## src/divCfgPkg.sv

```systemverilog
// Divider configuration package
// Width limits and the count-width helper shared by the integer divider datapath

package divCfgPkg;

  // Widest supported data path (RV64)
  localparam int maxXLen = 64;

  // Data width used when the top level is not overridden
  localparam int defaultXLen = 32;

  // Bits needed for a count that runs from 0 up to width inclusive
  function automatic int cntWidth(input int width);
    int w;
    w = 1;
    // Bounded by the widest supported datapath
    for (int i = 1; i <= $clog2(maxXLen + 1); i++) begin
      if ((1 << w) <= width) begin
        w = w + 1;
      end
    end
    return w;
  endfunction

endpackage

```

## src/divOpPkg.sv

```systemverilog
// Divider operation package
// Function code of the divide unit, RISC-V M funct3 encodings for the divide group

package divOpPkg;

  // Bit 2 is always set for the divide group
  // Bit 0 selects unsigned, bit 1 selects remainder
  typedef enum logic [2:0] {
    DIV  = 3'd4,
    DIVU = 3'd5,
    REM  = 3'd6,
    REMU = 3'd7
  } divOpT;

  // Operands taken as plain magnitudes
  function automatic logic isUnsigned(input divOpT op);
    return op[0];
  endfunction

  // Remainder word returned instead of quotient
  function automatic logic isRem(input divOpT op);
    return op[1];
  endfunction

endpackage

```

## src/divIter.sv

```systemverilog
// Restoring radix-2 divide engine
// One quotient bit per cycle for steps+1 cycles, the divisor is walked right from
// its normalized position while the partial remainder shrinks

module divIter #(
  parameter int xLen = 32
) (
  input  logic                                    clk,
  input  logic                                    arstN,
  input  logic                                    load,
  input  logic                                    skip,
  input  logic [xLen-1:0]                         absA,
  input  logic [xLen-1:0]                         divisorNorm,
  input  logic [divCfgPkg::cntWidth(xLen)-1:0]    steps,
  output logic [xLen-1:0]                         quotRaw,
  output logic [xLen-1:0]                         remRaw,
  output logic                                    iterDone,
  output logic                                    busyIter
);

  localparam int CntW = divCfgPkg::cntWidth(xLen);

  logic              running;
  logic [CntW-1:0]   stepCnt;
  logic [xLen-1:0]   remReg;
  logic [xLen-1:0]   divReg;
  logic [xLen-1:0]   quotReg;
  logic [xLen-1:0]   remDiff;
  logic              fits;

  ////////////////////////////////////////
  // Step control
  ////////////////////////////////////////

  always_ff @(posedge clk or negedge arstN) begin
    if (!arstN) begin
      running  <= 1'b0;
      iterDone <= 1'b0;
      stepCnt  <= '0;
    end else begin
      iterDone <= 1'b0;
      if (load) begin
        if (skip) begin
          // Early out, answer is already in the remainder register
          running  <= 1'b0;
          iterDone <= 1'b1;
        end else begin
          running <= 1'b1;
          stepCnt <= steps;
        end
      end else if (running) begin
        if (stepCnt == '0) begin
          running  <= 1'b0;
          iterDone <= 1'b1;
        end else begin
          stepCnt <= stepCnt - 1'b1;
        end
      end
    end
  end

  ////////////////////////////////////////
  // Datapath
  ////////////////////////////////////////

  // Trial subtract
  assign fits    = remReg >= divReg;
  assign remDiff = remReg - divReg;

  always_ff @(posedge clk) begin
    if (load) begin
      remReg  <= absA;
      divReg  <= divisorNorm;
      quotReg <= '0;
    end else if (running) begin
      if (fits) begin
        remReg <= remDiff;
      end
      quotReg <= {quotReg[xLen-2:0], fits};
      divReg  <= divReg >> 1;
    end
  end

  assign quotRaw = quotReg;
  assign remRaw  = remReg;

  // Covers the setup cycle, the iterations and the handoff cycle
  assign busyIter = load | running | iterDone;

endmodule

```

## src/divPostproc.sv

```systemverilog
// Divide postprocessor
// Restores signs, applies the RISC-V divide-by-zero and overflow results,
// picks quotient or remainder and registers the final word

module divPostproc #(
  parameter int xLen = 32
) (
  input  logic               clk,
  input  logic               arstN,
  input  logic               iterDone,
  input  logic [xLen-1:0]    quotRaw,
  input  logic [xLen-1:0]    remRaw,
  input  divOpPkg::divOpT    op,
  input  logic               signA,
  input  logic               negQuot,
  input  logic               bZero,
  input  logic               overflow,
  input  logic [xLen-1:0]    srcAHeld,
  output logic [xLen-1:0]    result,
  output logic               done
);

  logic [xLen-1:0] quotSigned;
  logic [xLen-1:0] remSigned;
  logic [xLen-1:0] quotFinal;
  logic [xLen-1:0] remFinal;
  logic [xLen-1:0] resultNext;

  ////////////////////////////////////////
  // Sign restore
  ////////////////////////////////////////

  assign quotSigned = negQuot ? -quotRaw : quotRaw;
  // Remainder follows the dividend
  assign remSigned  = signA ? -remRaw : remRaw;

  ////////////////////////////////////////
  // Special cases and selection
  ////////////////////////////////////////

  always_comb begin
    quotFinal = quotSigned;
    remFinal  = remSigned;
    if (bZero) begin
      quotFinal = '1;
      remFinal  = srcAHeld;
    end else if (overflow) begin
      quotFinal = srcAHeld;
      remFinal  = '0;
    end
  end

  assign resultNext = divOpPkg::isRem(op) ? remFinal : quotFinal;

  // Result stays until the next operation completes
  always_ff @(posedge clk or negedge arstN) begin
    if (!arstN) begin
      result <= '0;
      done   <= 1'b0;
    end else begin
      done <= iterDone;
      if (iterDone) begin
        result <= resultNext;
      end
    end
  end

endmodule

```

## src/divPreproc.sv

```systemverilog
// Divide preprocessor
// Takes operand signs and magnitudes, measures the normalization distance between
// dividend and divisor, flags the early-out cases and registers the iteration setup
// when a new operation is accepted

module divPreproc #(
  parameter int xLen = 32
) (
  input  logic                                    clk,
  input  logic                                    arstN,
  input  logic                                    start,
  input  logic                                    busy,
  input  logic [xLen-1:0]                         srcA,
  input  logic [xLen-1:0]                         srcB,
  input  divOpPkg::divOpT                         op,
  output logic [xLen-1:0]                         absA,
  output logic [xLen-1:0]                         divisorNorm,
  output logic [divCfgPkg::cntWidth(xLen)-1:0]    steps,
  output logic                                    skip,
  output logic                                    bZero,
  output logic                                    signA,
  output logic                                    negQuot,
  output logic                                    overflow,
  output divOpPkg::divOpT                         opReg,
  output logic [xLen-1:0]                         srcAHeld,
  output logic                                    load
);

  localparam int CntW = divCfgPkg::cntWidth(xLen);

  logic              startGo;
  logic              isSigned;
  logic              sA;
  logic              sB;
  logic [xLen-1:0]   posA;
  logic [xLen-1:0]   posB;
  logic [CntW-1:0]   lzA;
  logic [CntW-1:0]   lzB;
  logic [CntW:0]     zeroDiff;
  logic [CntW-1:0]   pDist;
  logic              aLtB;
  logic              bZ;
  logic              skipCalc;
  logic              ovfCalc;

  // New operation only when the unit is idle
  assign startGo = start & ~busy;

  ////////////////////////////////////////
  // Signs and magnitudes
  ////////////////////////////////////////

  assign isSigned = ~divOpPkg::isUnsigned(op);
  assign sA       = srcA[xLen-1] & isSigned;
  assign sB       = srcB[xLen-1] & isSigned;
  assign posA     = sA ? -srcA : srcA;
  assign posB     = sB ? -srcB : srcB;

  // Most negative over minus one
  assign ovfCalc = isSigned & (srcA == {1'b1, {(xLen-1){1'b0}}}) & (&srcB);
  assign bZ      = ~(|srcB);

  ////////////////////////////////////////
  // Normalization distance
  ////////////////////////////////////////

  lzc #(.xLen(xLen)) lzcA_i (
    .in    (posA),
    .count (lzA)
  );

  lzc #(.xLen(xLen)) lzcB_i (
    .in    (posB),
    .count (lzB)
  );

  // Borrow out means the divisor reaches higher than the dividend
  assign zeroDiff = {1'b0, lzB} - {1'b0, lzA};
  assign aLtB     = zeroDiff[CntW];
  assign pDist    = zeroDiff[CntW-1:0];
  assign skipCalc = aLtB | bZ;

  ////////////////////////////////////////
  // Setup registers
  ////////////////////////////////////////

  always_ff @(posedge clk or negedge arstN) begin
    if (!arstN) begin
      load <= 1'b0;
    end else begin
      load <= startGo;
    end
  end

  // Captured once per accepted start, held through the whole operation
  always_ff @(posedge clk) begin
    if (startGo) begin
      absA     <= posA;
      // Divisor aligned to the dividend's top bit
      divisorNorm <= skipCalc ? posB : (posB << pDist);
      steps    <= skipCalc ? '0 : pDist;
      skip     <= skipCalc;
      bZero    <= bZ;
      signA    <= sA;
      negQuot  <= sA ^ sB;
      overflow <= ovfCalc;
      opReg    <= op;
      srcAHeld <= srcA;
    end
  end

endmodule

```

## src/divUnit.sv

```systemverilog
// Iterative integer divide unit
// RISC-V DIV, DIVU, REM and REMU with variable latency, start strobe in,
// busy level and done pulse out

module divUnit #(
  parameter int xLen = divCfgPkg::defaultXLen
) (
  input  logic               clk,
  input  logic               arstN,
  input  logic               start,
  input  logic [xLen-1:0]    srcA,
  input  logic [xLen-1:0]    srcB,
  input  divOpPkg::divOpT    op,
  output logic [xLen-1:0]    result,
  output logic               busy,
  output logic               done
);

  localparam int CntW = divCfgPkg::cntWidth(xLen);

  // Preprocessor to engine
  logic [xLen-1:0]   absA;
  logic [xLen-1:0]   divisorNorm;
  logic [CntW-1:0]   steps;
  logic              skip;
  logic              load;

  // Preprocessor to postprocessor
  logic              bZero;
  logic              signA;
  logic              negQuot;
  logic              overflow;
  divOpPkg::divOpT   opReg;
  logic [xLen-1:0]   srcAHeld;

  // Engine to postprocessor
  logic [xLen-1:0]   quotRaw;
  logic [xLen-1:0]   remRaw;
  logic              iterDone;

  ////////////////////////////////////////
  // Stages
  ////////////////////////////////////////

  divPreproc #(.xLen(xLen)) divPreproc_i (
    .clk         (clk),
    .arstN       (arstN),
    .start       (start),
    .busy        (busy),
    .srcA        (srcA),
    .srcB        (srcB),
    .op          (op),
    .absA        (absA),
    .divisorNorm (divisorNorm),
    .steps       (steps),
    .skip        (skip),
    .bZero       (bZero),
    .signA       (signA),
    .negQuot     (negQuot),
    .overflow    (overflow),
    .opReg       (opReg),
    .srcAHeld    (srcAHeld),
    .load        (load)
  );

  // Engine busy also covers the preprocessor's pending load
  divIter #(.xLen(xLen)) divIter_i (
    .clk         (clk),
    .arstN       (arstN),
    .load        (load),
    .skip        (skip),
    .absA        (absA),
    .divisorNorm (divisorNorm),
    .steps       (steps),
    .quotRaw     (quotRaw),
    .remRaw      (remRaw),
    .iterDone    (iterDone),
    .busyIter    (busy)
  );

  divPostproc #(.xLen(xLen)) divPostproc_i (
    .clk      (clk),
    .arstN    (arstN),
    .iterDone (iterDone),
    .quotRaw  (quotRaw),
    .remRaw   (remRaw),
    .op       (opReg),
    .signA    (signA),
    .negQuot  (negQuot),
    .bZero    (bZero),
    .overflow (overflow),
    .srcAHeld (srcAHeld),
    .result   (result),
    .done     (done)
  );

endmodule

```

## src/lzc.sv

```systemverilog
// Leading-zero counter
// Returns the number of zeros above the highest set bit, xLen for an all-zero word

module lzc #(
  parameter int xLen = 32
) (
  input  logic [xLen-1:0]                         in,
  output logic [divCfgPkg::cntWidth(xLen)-1:0]    count
);

  localparam int CntW = divCfgPkg::cntWidth(xLen);

  ////////////////////////////////////////
  // Priority search
  ////////////////////////////////////////

  // Scan upward so the highest set bit wins
  always_comb begin
    count = CntW'(xLen);
    for (int i = 0; i < xLen; i++) begin
      if (in[i]) begin
        count = CntW'(xLen - 1 - i);
      end
    end
  end

endmodule

```

## config.mk

```make
export PLATFORM = sky130hd
export DESIGN_NAME = divUnit
export DESIGN_NICKNAME = d
export VERILOG_FILES = /design/src/divCfgPkg.sv /design/src/divOpPkg.sv /design/src/divIter.sv /design/src/divPostproc.sv /design/src/divPreproc.sv /design/src/divUnit.sv /design/src/lzc.sv
export SDC_FILE = /design/constraint.sdc
export NUM_CORES = 1
export LEC_CHECK = 0
export ABC_AREA = 1
export BUFFER_PORTS_ARGS = -buffer_cell sky130_fd_sc_hd__buf_2
export CAP_MARGIN = 20
export CORE_AREA = 2 2 198 200
export DETAILED_ROUTE_END_ITERATION = 16
export DIE_AREA = 0 0 200 202
export PLACE_DENSITY = 0.6
export SETUP_SLACK_MARGIN = 0.1
export SYNTH_ARGS = -nofsm -noshare
export SYNTH_HDL_FRONTEND = slang
export SYNTH_SLANG_ARGS = --single-unit
```

## constraint.sdc

```tcl
create_clock -name clk -period 15.89 [get_ports clk]
set_input_delay 2.3835 -clock clk [delete_from_list [all_inputs] [get_ports clk]]
set_output_delay 2.3835 -clock clk [all_outputs]
set_load 0.02 [all_outputs]
```

# Word level (Yosys, flattened, before mapping)
# Cells that the tools add are included.
[op_classes]
n_mux = 91
addsub = 7
shifts = 1
eq_ne = 3
order_cmp = 1
n_reduce_logical = 7
n_bitwise = 12
[op_table]
columns = ["cell", "count"]
rows = [
  ["$mux 32", 15],
  ["$mux 6", 68],
  ["$neg 32->32", 4],
  ["$eq 32x32->1 const B", 1],
  ["$ge 32x32->1", 1],
  ["$reduce_and 32->1", 1],
  ["$reduce_or 32->1", 1],
  ["$shl 32x6->32", 1],
  ["$sub 32x32->32", 1],
  ["$mux 1", 8],
  ["$sub 6x6->7", 1],
  ["$logic_not 6->1", 1],
  ["$sub 6x1->6 const B", 1],
  ["$and 1x1->1", 5],
  ["$ne 2x2->1 const B", 2],
  ["$reduce_bool 2->1", 2],
  ["$not 1->1", 3],
  ["$or 1x1->1", 3],
  ["$reduce_and 3->1", 1],
  ["$reduce_and 2->1", 1],
  ["$xor 1x1->1", 1],
]
[totals]
in_bits = 70
word_cells = 141
ff_bits = 247

# Longest topological paths before layout
# Gate-level depths: netlist of run 1.
[depth]
word_depth = 38
mapped_depth = 52
ltp_nobuf = 51

# Modules after synthesis
# From an unflattened synthesis of run 1, not the netlist that was laid out.
[unflattened]
hier_cells = 2996
hier_area_um2 = 19626.3
[modules_own_cells]
columns = ["module", "n_inst", "cells_per_inst", "area_per_inst_um2"]
rows = [
  ["divPreproc", 1, 1027, 7736.2],
  ["divIter", 1, 965, 6715.2],
  ["divPostproc", 1, 784, 4276.6],
  ["lzc", 2, 110, 449.2],
]

# Worst setup path before layout of run 1
# OpenSTA, ideal clock, no wires.
[synth_path]
path_type = "input to register"
startpoint = "input start"
endpoint = "register divPreproc_i.load"
path_slack_ns = 8.432
stages = 2
arrival_time_ns = 6.860
cell_sequence = "inv_1 -> nor2_1"
[synth_between]
elab_chain_cells = 1
[synth_lines]
columns = ["item", "line_no", "rtl"]
rows = [
  ["from (decl)", "divUnit.sv:10", "input logic start,"],
  ["$and 1x1->1", "divPreproc.sv:47", "assign startGo = start & ~busy;"],
  ["via divPreproc_i.startGo", "divPreproc.sv:31", "logic startGo;"],
  ["to (signal assigned)", "divPreproc.sv:91", "load <= startGo;"],
  ["to (decl)", "divPreproc.sv:26", "output logic load"],
]
# The timed path passes the listed nets, and every way through them passes these cells.
# A chain may end at the register's enable or synchronous reset.

# Final worst setup path of run 1
[layout_path]
startpoint = "input srcB[1]"
endpoint = "register divPreproc_i.divisorNorm[26] (data pin)"
[layout_between]
elab_chain_cells = 36
word_cells_on_any_way = 39
cone_classes = "add/sub: 2; shift: 1; mux: 33; bitwise: 2; reduce/logical: 1"
[layout_lines]
columns = ["item", "line_no", "rtl"]
rows = [
  ["from (decl)", "divUnit.sv:12", "input logic [xLen-1:0] srcB,"],
  ["$neg 32->32", "divPreproc.sv:57", "assign posB = sB ? -srcB : srcB;"],
  ["$mux 32", "divPreproc.sv:57", ""],
  ["$mux 6 (31 in series)", "lzc.sv:21", "if (in[i]) begin"],
  ["$sub 6x6->7", "divPreproc.sv:78", "assign zeroDiff = {1'b0, lzB} - {1'b0, lzA};"],
  ["$shl 32x6->32 / $or 1x1->1 (equally long branches)", "divPreproc.sv:100, divPreproc.sv:81", ""],
  ["$mux 32 (*)", "divPreproc.sv:100", "divisorNorm <= skipCalc ? posB : (posB << pDist);"],
  ["to (signal assigned)", "divPreproc.sv:100", ""],
  ["to (decl)", "divPreproc.sv:17", "output logic [xLen-1:0] divisorNorm,"],
]
# Every way passes the cells marked *; elsewhere a longest branch is shown, timed or not.

==> impl_metrics.csv, run 1 <==
group,metric,value,unit
sta,relSlewSlack,28.49,%
yosys,ys.flop_type,"edfxtp_1",
yosys,avgSynthCellArea,7.383,um^2
die,core_area,0.03829,mm^2
global_route,grt_util_all_layers,25.93,%
power_and_ir_drop,clkPwrFrac,16.7,%
place,io_buffers,102,
route,wire_per_inst,17.87,um
yosys,ys_seq_area_share,39.92,%
power_and_ir_drop,p_comb_share,52.4,%
cts,cts.sink_count,245,
worst_setup_path,critPathTopFamily,"simple AND/OR/NAND/NOR gates",
sta,setup_viol,0,
final_layout,diodes,0,
worst_setup_path,worstPathMaxFanout,36,
cts,cts_setup_buffers,0,
worst_setup_path,setup.worst_path.start_class,"primary input",
cts,cts_resized,0,
yosys,ys_ff_latch,245,
cts,cts_tree,"yes",
power_and_ir_drop,vdd_drop_max,0.1057,mV
power_and_ir_drop,seqPwrFrac,31.0,%
power_and_ir_drop,swShare,46.52,%
worst_setup_path,slowest_stage,"o21ai_0",
worst_setup_path,path_buf_inv,7,
sta,skew,0.01767,ns
yosys,synthesis.nets,2435,
route,drc,0,
cts,clk_latency,0.56,ns
final_layout,drive_gt1_share,11.01,%
route,ant_nets,0,
yosys,synth_edf_count,171,
worst_setup_path,reg2reg_to,"divIter_i.remRaw[5]$_DFFE_PP_",
die,initial_core_util,44.66,%
global_route,grt_pass1_wl,81.76,mm
min_path,hold_class,"flip-flop to flip-flop",
worst_setup_path,crit_top_cell,"nand2_1",
cts,clk_pin_slew,0.06,ns
cts,cts_made_buffers,28,
worst_setup_path,crit_arrival,8.86,ns
place,gp_congestion,0.9466,
die,rows,72,
worst_setup_path,reg2reg_depth,19,
route,vias_per_cell,5.510,
yosys,async_flop_share,17.14,%
place,hpwl,40.13,mm
sta,slew_viol_final,0,
cts,clockBufferDepth,3,
cts,clockRootBuffer,"clkbuf_16",
sta,hold_viol,0,
yosys,ys_warn_count,0,
cts,hold_buffers,0,
run_status,status,"finished, final reports clean",
sta,tightestPinTransition,1.063,ns
cts,htreeDepth,1,
worst_setup_path,cp-end-kind,"flip-flop",
route,first_pass_iters,6,
sta,setup_tns,0,ns
global_route,grt-ovfl-total,0,
global_route,grt_pass1_vias,14769,
sta,max_clock_freq,116.8,MHz
die,die_width,200,um
yosys,ys_types,62,
worst_setup_path,crit_type,"primary input to flip-flop",
die,pin_count,104,
sta,min_period_over_period,53.87,%
route,via_count,16112,
final_layout,nNetsFinal,2503,
worst_setup_path,worstReg2RegStart,"divIter_i.remRaw[0]$_DFFE_PP_",
power_and_ir_drop,power_switching,0.001767,W
final_layout,area_growth,11.30,%
job,max_cap_viol_count,0,
yosys,synth_cells,2316,
power_and_ir_drop,finalPower,0.003799,W
min_path,min_from,"divPreproc_i.skip$_DFFE_PP_",
min_path,hold_end,"divIter_i.iterDone$_DFF_PN0_",
global_route,antenna_found_initial,0,
yosys,netlist_area,0.01710,mm^2
worst_setup_path,crit_required,16.19,ns
die,die-area,0.04040,mm^2
worst_setup_path,max_stage_delay,0.86,ns
worst_setup_path,rrSetupSlack,11.12,ns
sta,rsz0062_at_grt,"no",
min_path,holdPathStages,2,
route,drt_iter0_markers,1352,
route,wl,52.25,mm
power_and_ir_drop,p_leak,8.266,nW
final_layout,n_fill_cell,3851,
global_route,grt_max_degree,73,
power_and_ir_drop,p_int,0.002032,W
power_and_ir_drop,cellPowerDensity,199.6,mW/mm^2
sta,fin_crit,8.560,ns
die,die_h,202,um
==> power by group through the flow <==
| stage | Sequential (W) | Clock [W] | Combinational [W] |
|---|---|---|---|
| 2_1_floorplan | 0.00118 | 0 | 0.00141 |
| 3_5_place_dp | 0.00119 | 0 | 0.00196 |
| 4_1_cts | 0.00118 | 0.000648 | 0.00197 |
| 6_report | 0.00118 | 0.000634 | 0.00199 |
| 5_1_grt | 0.00120 | 0.000673 | 0.00225 |
| 3_3_place_gp | 0.00118 | 0 | 0.00193 |
==> layout make-up <==
| type | instances | area [um^2] | area share (%) |
|---|---|---|---|
| multi-input combinational | 1650 | 8686 | 45.64 |
| sequential | 245 | 6829 | 35.88 |
| inverter | 334 | 1254 | 6.588 |
| clock buffer | 30 | 729.5 | 3.833 |
| timing repair buffer | 125 | 710.7 | 3.734 |
| tap | 518 | 648.1 | 3.406 |
| clock inverter | 22 | 173.9 | 0.9139 |
==> kinds of logic (layout without fill, tap and decap cells) <==
kind of cell | Yosys count | in the layout | synth area share, %
AND/OR/NAND/NOR | 959 | 959 | 24.62
AO/OA/AOI/OAI | 583 | 583 | 19.19
buffers and inverters | 421 | 511 | 9.366
flip-flops | 245 | 245 | 39.92
XOR/XNOR | 50 | 50 | 2.693
adder cells (fa/ha/maj) | 49 | 49 | 3.673
multiplexers | 9 | 9 | 0.5342
==> tightest hold or removal path: stages (launching register included) <==
cell      delay, ns
edfxtp_1       0.33
nand2_1        0.07
o21ai_0        0.06
==> stage by stage <==
| step | area [um^2] | std cells | utilization (%) | hold WS [ns] | setup slack (ns) |
|---|---|---|---|---|---|
| 6_report | 19030 | 2924 | 49.71 | 0.4916 | 7.330 |
| 5_1_grt | 19030 | 2924 | 49.71 | 0.5355 | 6.792 |
| 4_1_cts | 18990 | 2922 | 49.59 | 0.4992 | 7.501 |
| 3_5_place_dp | 18080 | 2870 | 47.24 | 0.4840 | 6.928 |
| 3_3_place_gp | 18080 | 2870 | 47.24 | 0.4713 | 6.927 |
| 2_1_floorplan | 17100 | 2316 | - | 0.3704 | 8.432 |
==> placed cells by master (no fill, tap or decap), drive strengths merged, types with 3 or more instances in the layout <==
cell        n
o31ai       5
or2        23
nor4       13
clkinv     20
xor2       47
o221ai      7
nand3     120
a211oi     18
a21oi     129
inv       329
dfxtp      32
edfxtp    171
o21ai     298
ha         47
o21a        8
dfrtp      42
nor2      170
o311ai      4
nand2     556
buf       125
o22ai      68
clkinvlp    5
xnor2       3
o41ai       3
nor3       43
nand4      27
clkbuf     30
mux2i       8
a31oi      11
o211ai     23
o21bai      3
nand3b      4
==> state kept, by name, summed over array words and instances, names as in the netlist, 31 cells and up <==
register                  flops
divPreproc_i.absA            31
divPreproc_i.srcAHeld        32
divIter_i.quotRaw            32
divPreproc_i.divisorNorm     32
divIter_i.remRaw             32
divPostproc_i.result         32
divIter_i.divReg             32
==> synthesized netlist by cell type (7+ instances only) <==
library cell,number,area (um^2)
nand4_1,26,162.7
o21a_1,8,60.06
nor3_2,11,110.1
a21oi_1,128,640.6
a31oi_1,11,68.82
a211oi_1,18,135.1
nor2_1,161,604.3
o21ai_0,258,1291
buf_1,8,30.03
ha_1,47,588.1
mux2i_1,8,80.08
nor4_1,11,68.82
o21ai_1,31,155.2
o211ai_1,22,165.2
or2_2,22,137.6
buf_2,17,85.08
inv_2,12,45.04
inv_1,317,1190
edfxtp_1,171,5135
xor2_1,44,385.4
nor2_2,7,43.79
dfxtp_1,32,640.6
o22ai_1,68,425.4
nor3_1,29,145.1
o221ai_1,7,61.31
dfrtp_1,42,1051
clkbuf_1,62,232.7
nand3_1,112,560.5
o21ai_2,8,70.07
nand2_1,551,2068
==> metal layers <==
layer  routed length (um)  share of wire, %  track usage [%]
met1                24520                47            38.06
met5                    0                 0                0
met3                 3172               6.1            3.454
met4                 1157               2.2            6.243
met2                23400                45            40.38
==> how the worst max path moves through the flow <==
| stage | startpoint | endpoint | slack, ns | depth (start not counted) |
|---|---|---|---|---|
| floorplan | start | divPreproc_i.load$_DFF_PN0_ | 8.43 | 2 |
| global placement | srcB[0] | divPreproc_i.divisorNorm[26]$_DFFE_PP_ | 6.93 | 30 |
| detailed placement | srcB[1] | divPreproc_i.divisorNorm[26]$_DFFE_PP_ | 6.93 | 30 |
| CTS | srcB[1] | divPreproc_i.divisorNorm[26]$_DFFE_PP_ | 7.50 | 30 |
| global route | srcB[1] | divPreproc_i.divisorNorm[26]$_DFFE_PP_ | 6.79 | 29 |
| finish | srcB[1] | divPreproc_i.divisorNorm[26]$_DFFE_PP_ | 7.33 | 30 |
Power figures use the tool's default switching activity.
==> run 2, diff against run 1 <==
Clock period 15.89 ns to 8.2 ns, I/O delays scaled along.
==> run 2 against run 1 <==
  * Worst hold slack improved by 0.00084 ns
  * Via count fell by 0.33%
  * Global-route usage rose by 0.40 points
  * Total power rose by 98%
  * Sequential share of layout area fell by 0.37 points
  * Combinational power rose by 97%
  * Count of clock-buffer cells in the layout rose by 10
  * Die area did not move
==> impl_metrics.csv, run 2 (synthesis results as in run 1) <==
group,metric,value,unit
run_status,status,"finished, final reports clean",
sta,fin_crit,6.539,ns
sta,setup_viol,0,
sta,setup_tns,0,ns
cts,clk_latency,0.57,ns
final_layout,stdcell_area,0.01923,mm^2
route,vias_per_cell,5.457,
final_layout,diodes,0,
cts,clk_pin_slew,0.06,ns
final_layout,drive_gt1_share,11.71,%
job,max_cap_viol_count,0,
worst_setup_path,critPathTopFamily,"simple AND/OR/NAND/NOR gates",
die,rows,72,
route,wl,53.12,mm
power_and_ir_drop,p_leak,8.396,nW
sta,rsz0062_at_grt,"no",
power_and_ir_drop,cellPowerDensity,392.2,mW/mm^2
die,pin_count,104,
power_and_ir_drop,finalPower,0.007541,W
cts,cts_tree,"yes",
global_route,grt-ovfl-total,0,
sta,min_period_over_period,79.74,%
route,first_pass_iters,5,
die,core_area,0.03829,mm^2
worst_setup_path,setup.worst_path.start_class,"primary input",
worst_setup_path,crit_top_cell,"nand2_1",
place,placed_area,0.01823,mm^2
place,hpwl,40.71,mm
final_layout,register_area,0.006829,mm^2
route,drt_iter0_markers,1487,
cts,cts.sink_count,245,
cts,cts_setup_buffers,0,
worst_setup_path,worstPathMaxFanout,17,
worst_setup_path,crit_required,8.49,ns
die,initial_core_util,44.66,%
global_route,grt_max_degree,70,
worst_setup_path,slowest_stage,"nand2_1",
place,gp_congestion,0.9328,
cts,clockBufferDepth,3,
final_layout,mostFrequentLayoutCell,"nand2_1",
worst_setup_path,cp-end-kind,"flip-flop",
sta,max_clock_freq,152.9,MHz
route,via_count,16059,
final_layout,nNetsFinal,2520,
worst_setup_path,crit_type,"primary input to flip-flop",
global_route,grt_pass1_wl,82.94,mm
final_layout,n_fill_cell,3831,
worst_setup_path,crit_arrival,6.83,ns
sta,relSlewSlack,34.82,%
cts,clockRootBuffer,"clkbuf_16",
worst_setup_path,max_stage_delay,0.51,ns
route,drc,0,
final_layout,area_growth,12.45,%
cts,hold_buffers,0,
final_layout,final_cell_mix,"nand2_1, inv_1, o21ai_0, edfxtp_1, nor2_1",
place,io_buffers,102,
worst_setup_path,reg2reg_depth,19,
final_layout,multi_input_area,0.008686,mm^2
die,die_width,200,um
global_route,antenna_found_initial,1,
sta,skew,0.01751,ns
cts,cts_made_buffers,30,
cts,cts_resized,0,
sta,hold_viol,0,
cts,htreeDepth,1,
global_route,grt_util_all_layers,26.33,%
final_layout,stdcell_count,2943,
worst_setup_path,path_buf_inv,5,
power_and_ir_drop,vdd_drop_max,0.2594,mV
route,ant_nets,0,
worst_setup_path,cp.depth,32,
sta,slew_viol_final,0,
die,die-area,0.04040,mm^2
route,wire_per_inst,18.05,um
global_route,grt_pass1_vias,14725,
sta,tightestPinTransition,0.9688,ns
min_path,hold_class,"flip-flop to flip-flop",
min_path,holdPathStages,2,
place,placedCellCount,2887,
die,die_h,202,um
-- run 2: final timing paths --
path,startpoint,to,slack (ns)
worst max-delay path,srcA[0],divPreproc_i.divisorNorm[23]$_DFFE_PP_,1.66
worst min-delay path,divIter_i.quotRaw[31]$_SDFFE_PP0P_,divIter_i.quotRaw[31]$_SDFFE_PP0P_,0.49
worst max register to register,divIter_i.remRaw[0]$_DFFE_PP_,divIter_i.remRaw[3]$_DFFE_PP_,3.42
worst min register to register,divIter_i.quotRaw[31]$_SDFFE_PP0P_,divIter_i.quotRaw[31]$_SDFFE_PP0P_,0.49
max in group asynchronous,arstN,divPostproc_i.result[4]$_DFFE_PN0P_,6.98
min in group asynchronous,arstN,divIter_i.stepCnt[3]$_DFFE_PN0P_,0.73
-- run 2: cell type report --
class                   count  share of cell area, %
well taps                 518                  3.371
repair buffers            140                  4.204
clock inverters            16                 0.7483
inverters                 334                  6.520
multi-input cells        1650                  45.17
flip-flops and latches    245                  35.52
clock buffers              40                  4.470
-- run 2: worst reg2reg max path: stages (launching register included) --
cell and delay [ns]:
edfxtp_1 0.36, inv_1 0.09, ha_1 0.22, fa_1 0.41, nor2_1 0.13, nor2_1 0.08, o21ai_1 0.21, inv_1 0.06
o21ai_1 0.25, inv_1 0.07, o21ai_1 0.40, inv_1 0.11, o41ai_1 0.18, nand3_1 0.23, a211oi_1 0.30, nor2_1 0.07
o41ai_1 0.47, nand2_1 0.09, nand2_1 0.26, buf_4 0.41
-- run 2: routing by layer --
| metal | GRT usage [%] | vias to the layer above | wire length (um) |
|---|---|---|---|
| met5 | 0 | - | 0 |
| met4 | 5.079 | 0 | 909 |
| met3 | 3.220 | 65 | 3221 |
| met2 | 41.36 | 496 | 23990 |
| met1 | 39.04 | 7467 | 25000 |
| li1 | - | 8031 | - |
-- run 2: metrics by stage --
stage                     hold slack [ns]  utilization (%)  setup WS (ns)
after floorplan                    0.3704                -          1.895
after global placement             0.4737            47.60          1.249
after detailed placement           0.4796            47.60          1.183
after CTS                          0.4932            50.22          1.755
after global routing               0.5135            50.22          1.001
final                              0.4924            50.22          1.661
-- run 2: power breakdown --
| group | internal, W | total, W | switching (W) | leakage (nW) |
|---|---|---|---|---|
| clock | 0.000798 | 0.00133 | 0.000532 | 0.497 |
| sequential | 0.00198 | 0.00228 | 0.000304 | 2.41 |
| combinational | 0.00130 | 0.00393 | 0.00263 | 5.49 |
| total | 0.00407 | 0.00754 | 0.00347 | 8.40 |
==> run 3, diff against run 2 <==
Settings changed: ABC_AREA 1 to 0, CORE_AREA 2 2 198 200 to 2 2 205 207, DIE_AREA 0 0 200 202 to 0 0 207 209, PLACE_DENSITY 0.6 to 0.59.
Clock period 8.2 ns to 6.8 ns, I/O delays scaled along.
==> run 3 against run 2 <==
  * Clock skew increased by 0.012 ns
  * Register-to-register slack got worse by 0.35 ns
  * Cell area increased by 9.6%
  * Critical path depth decreased by 7
  * Sequential power increased by 24%
  * Critical endpoint is now divPreproc_i.divisorNorm[27]$_DFFE_PP_
==> impl_metrics.csv, run 3 <==
group,metric,value,unit
run_status,status,"finished, final reports clean",
global_route,antenna_found_initial,0,
final_layout,area_growth,15.01,%
cts,htreeDepth,1,
die,pin_count,104,
final_layout,nNetsFinal,2301,
final_layout,stdcell_count,2741,
worst_setup_path,max_stage_delay,0.63,ns
route,drc,0,
yosys,synthesis.nets,2168,
route,first_pass_iters,8,
min_path,hold_class,"primary input to async pin",
worst_setup_path,setup.worst_path.start_class,"primary input",
die,initial_core_util,44.37,%
place,hpwl,47.95,mm
yosys,synth_area_leaders,"edfxtp_1, dfrtp_1, o21ai_0",
worst_setup_path,cp-end-kind,"flip-flop",
cts,cts_setup_buffers,0,
yosys,ys_seq_area_share,37.26,%
route,wl,62.23,mm
sta,relSlewSlack,32.42,%
worst_setup_path,crit_arrival,6.78,ns
cts,clk_latency,0.57,ns
global_route,grt.busiest_layer,"met1",
yosys,netlist_area,0.01832,mm^2
die,core_area,0.04129,mm^2
global_route,grt_pass1_wl,95.83,mm
yosys,synth_edf_count,171,
final_layout,stdcell_area,0.02107,mm^2
yosys,yosys-top-cells-count,"nor2_1, edfxtp_1, nand2_1",
cts,hold_buffers,0,
sta,rsz0062_at_grt,"no",
worst_setup_path,slowest_stage,"fa_2",
yosys,avgSynthCellArea,8.941,um^2
sta,max_clock_freq,157.4,MHz
yosys,yosys.area.top_type,"edfxtp_1",
route,via_count,17158,
global_route,grt_use_met1,43.65,%
route,ant_nets,0,
cts,clk_pin_slew,0.06,ns
final_layout,diodes,0,
sta,tightestPinTransition,1.001,ns
place,gp_congestion,0.9599,
yosys,synth_top_area_share,28.03,%
power_and_ir_drop,vdd_drop_max,0.2280,mV
power_and_ir_drop,p_leak,8.144,nW
worst_setup_path,crit_required,7.22,ns
global_route,grt_pass1_vias,15851,
final_layout,drive_gt1_share,16.67,%
place,io_buffers,102,
cts,clockRootBuffer,"clkbuf_16",
global_route,grt_util_all_layers,28.14,%
yosys,synth_cells,2049,
route,vias_per_cell,6.260,
die,die_h,209,um
sta,min_period_over_period,93.44,%
sta,setup_viol,0,
sta,slew_viol_final,0,
die,die_width,207,um
worst_setup_path,worstPathMaxFanout,23,
worst_setup_path,crit_type,"primary input to flip-flop",
cts,cts.sink_count,245,
die,die-area,0.04326,mm^2
power_and_ir_drop,finalPower,0.009787,W
final_layout,final_cell_mix,"nor2_1, edfxtp_1, nand2_1, o21ai_0, buf_4",
final_layout,mostFrequentLayoutCell,"nor2_1",
yosys,ys_ff_latch,245,
cts,cts_resized,0,
sta,setup_tns,0,ns
yosys,ys_warn_count,0,
place,place_ws,0.00008971,ns
sta,fin_crit,6.354,ns
route,wire_per_inst,22.70,um
cts,clockBufferDepth,3,
place,placed_area,0.02011,mm^2
yosys,async_flop_share,17.14,%
worst_setup_path,crit_top_cell,"buf_4",
sta,hold_viol,0,
die,rows,75,
yosys,ys_types,93,
global_route,grt-ovfl-total,0,
job,max_cap_viol_count,0,
yosys,ys.flop_type,"edfxtp_1",
place,placedCellCount,2690,
sta,setup_ws,0.4459,ns
sta,skew,0.02943,ns
yosys,synth_most_common_cell,"nor2_1",
global_route,use_met3,2.795,%
route,drt_iter0_markers,2049,
global_route,grt_max_degree,86,
power_and_ir_drop,cellPowerDensity,464.5,mW/mm^2
global_route,grt_use_met2,41.97,%
cts,cts_made_buffers,28,
cts,cts_tree,"yes",
## run 3: cell types whose count changed in the layout (fill, tap and decap cells not counted), moves of 40 or more
| cell | previous run | this run |
|---|---|---|
| buf_4 | 37 | 136 |
| inv_1 | 316 | 87 |
| mux2i_1 | 8 | 60 |
| nand2_1 | 551 | 168 |
| nand2b_1 | 0 | 40 |
| nand3_1 | 112 | 40 |
| o21ai_0 | 258 | 140 |
| xnor2_1 | 2 | 58 |
## run 3: area by class of cell
| class | instances | area (um^2) |
|---|---|---|
| clock inverters | 15 | 186.4 |
| repair buffers | 243 | 1632 |
| clock buffers | 35 | 758.2 |
| multi-input cells | 1576 | 10660 |
| fillers | 3969 | 20220 |
| inverters | 88 | 330.3 |
| flip-flops and latches | 245 | 6833 |
| well taps | 539 | 674.4 |
## run 3: final timing paths
| path | start | slack [ns] | cells after the start | endpoint |
|---|---|---|---|---|
| max | srcB[1] | 0.45 | 25 | divPreproc_i.divisorNorm[27]$_DFFE_PP_ |
| min | arstN | 0.36 | 1 | divPostproc_i.done$_DFF_PN0_ |
| max reg2reg | divIter_i.quotRaw[2]$_SDFFE_PP0P_ | 3.07 | 8 | divPostproc_i.result[26]$_DFFE_PN0P_ |
| min reg2reg | divPostproc_i.result[19]$_DFFE_PN0P_ | 0.47 | 1 | divPostproc_i.result[19]$_DFFE_PN0P_ |
| max in group asynchronous | arstN | 5.92 | 2 | divPreproc_i.load$_DFF_PN0_ |
| min in group clk | divPostproc_i.result[19]$_DFFE_PN0P_ | 0.47 | 1 | divPostproc_i.result[19]$_DFFE_PN0P_ |
## run 3: cell families (layout without fill, tap and decap cells)
group,after synthesis,count (layout),synth area share (%)
xor gates and xnor gates,138,138,6.597
AOI/OAI and AO/OA,620,620,23.13
and+or+nand+nor,684,684,19.19
muxes,85,85,5.594
adders and majority gates,49,49,3.428
buffers and inverters,228,381,4.801
DFF,245,245,37.26
## run 3: where the power goes
part	internal (W)	total (W)	leakage [nW]	switching, W
registers	0.00239	0.00282	2.36	0.000432
logic	0.00206	0.00541	5.33	0.00335
clock network	0.000939	0.00155	0.458	0.000615
total	0.00539	0.00979	8.14	0.00440
## run 3: per-layer routing
layer / part of all wire [%] / vias to the layer above
met5: 0 / -
met4: 2.1 / 0
met3: 7.4 / 86
met2: 43 / 693
met1: 47 / 8327
li1: - / 8052
## run 3: critical path: cells and delay by family
family | cells | cell delay [ns]
AO/OA/AOI/OAI | 7 | 1.73
XOR/XNOR | 1 | 0.35
adder cells (fa/ha/maj) | 2 | 0.85
buffers and inverters | 8 | 1.14
AND/OR/NAND/NOR | 7 | 1.67
## run 3: metrics by stage
step	util (%)	hold WS, ns
after floorplan	-	0.3835
after global placement	48.69	0.4589
after detailed placement	48.69	0.4669
after CTS	50.98	0.4808
after global routing	51.03	0.3593
final	51.03	0.3608
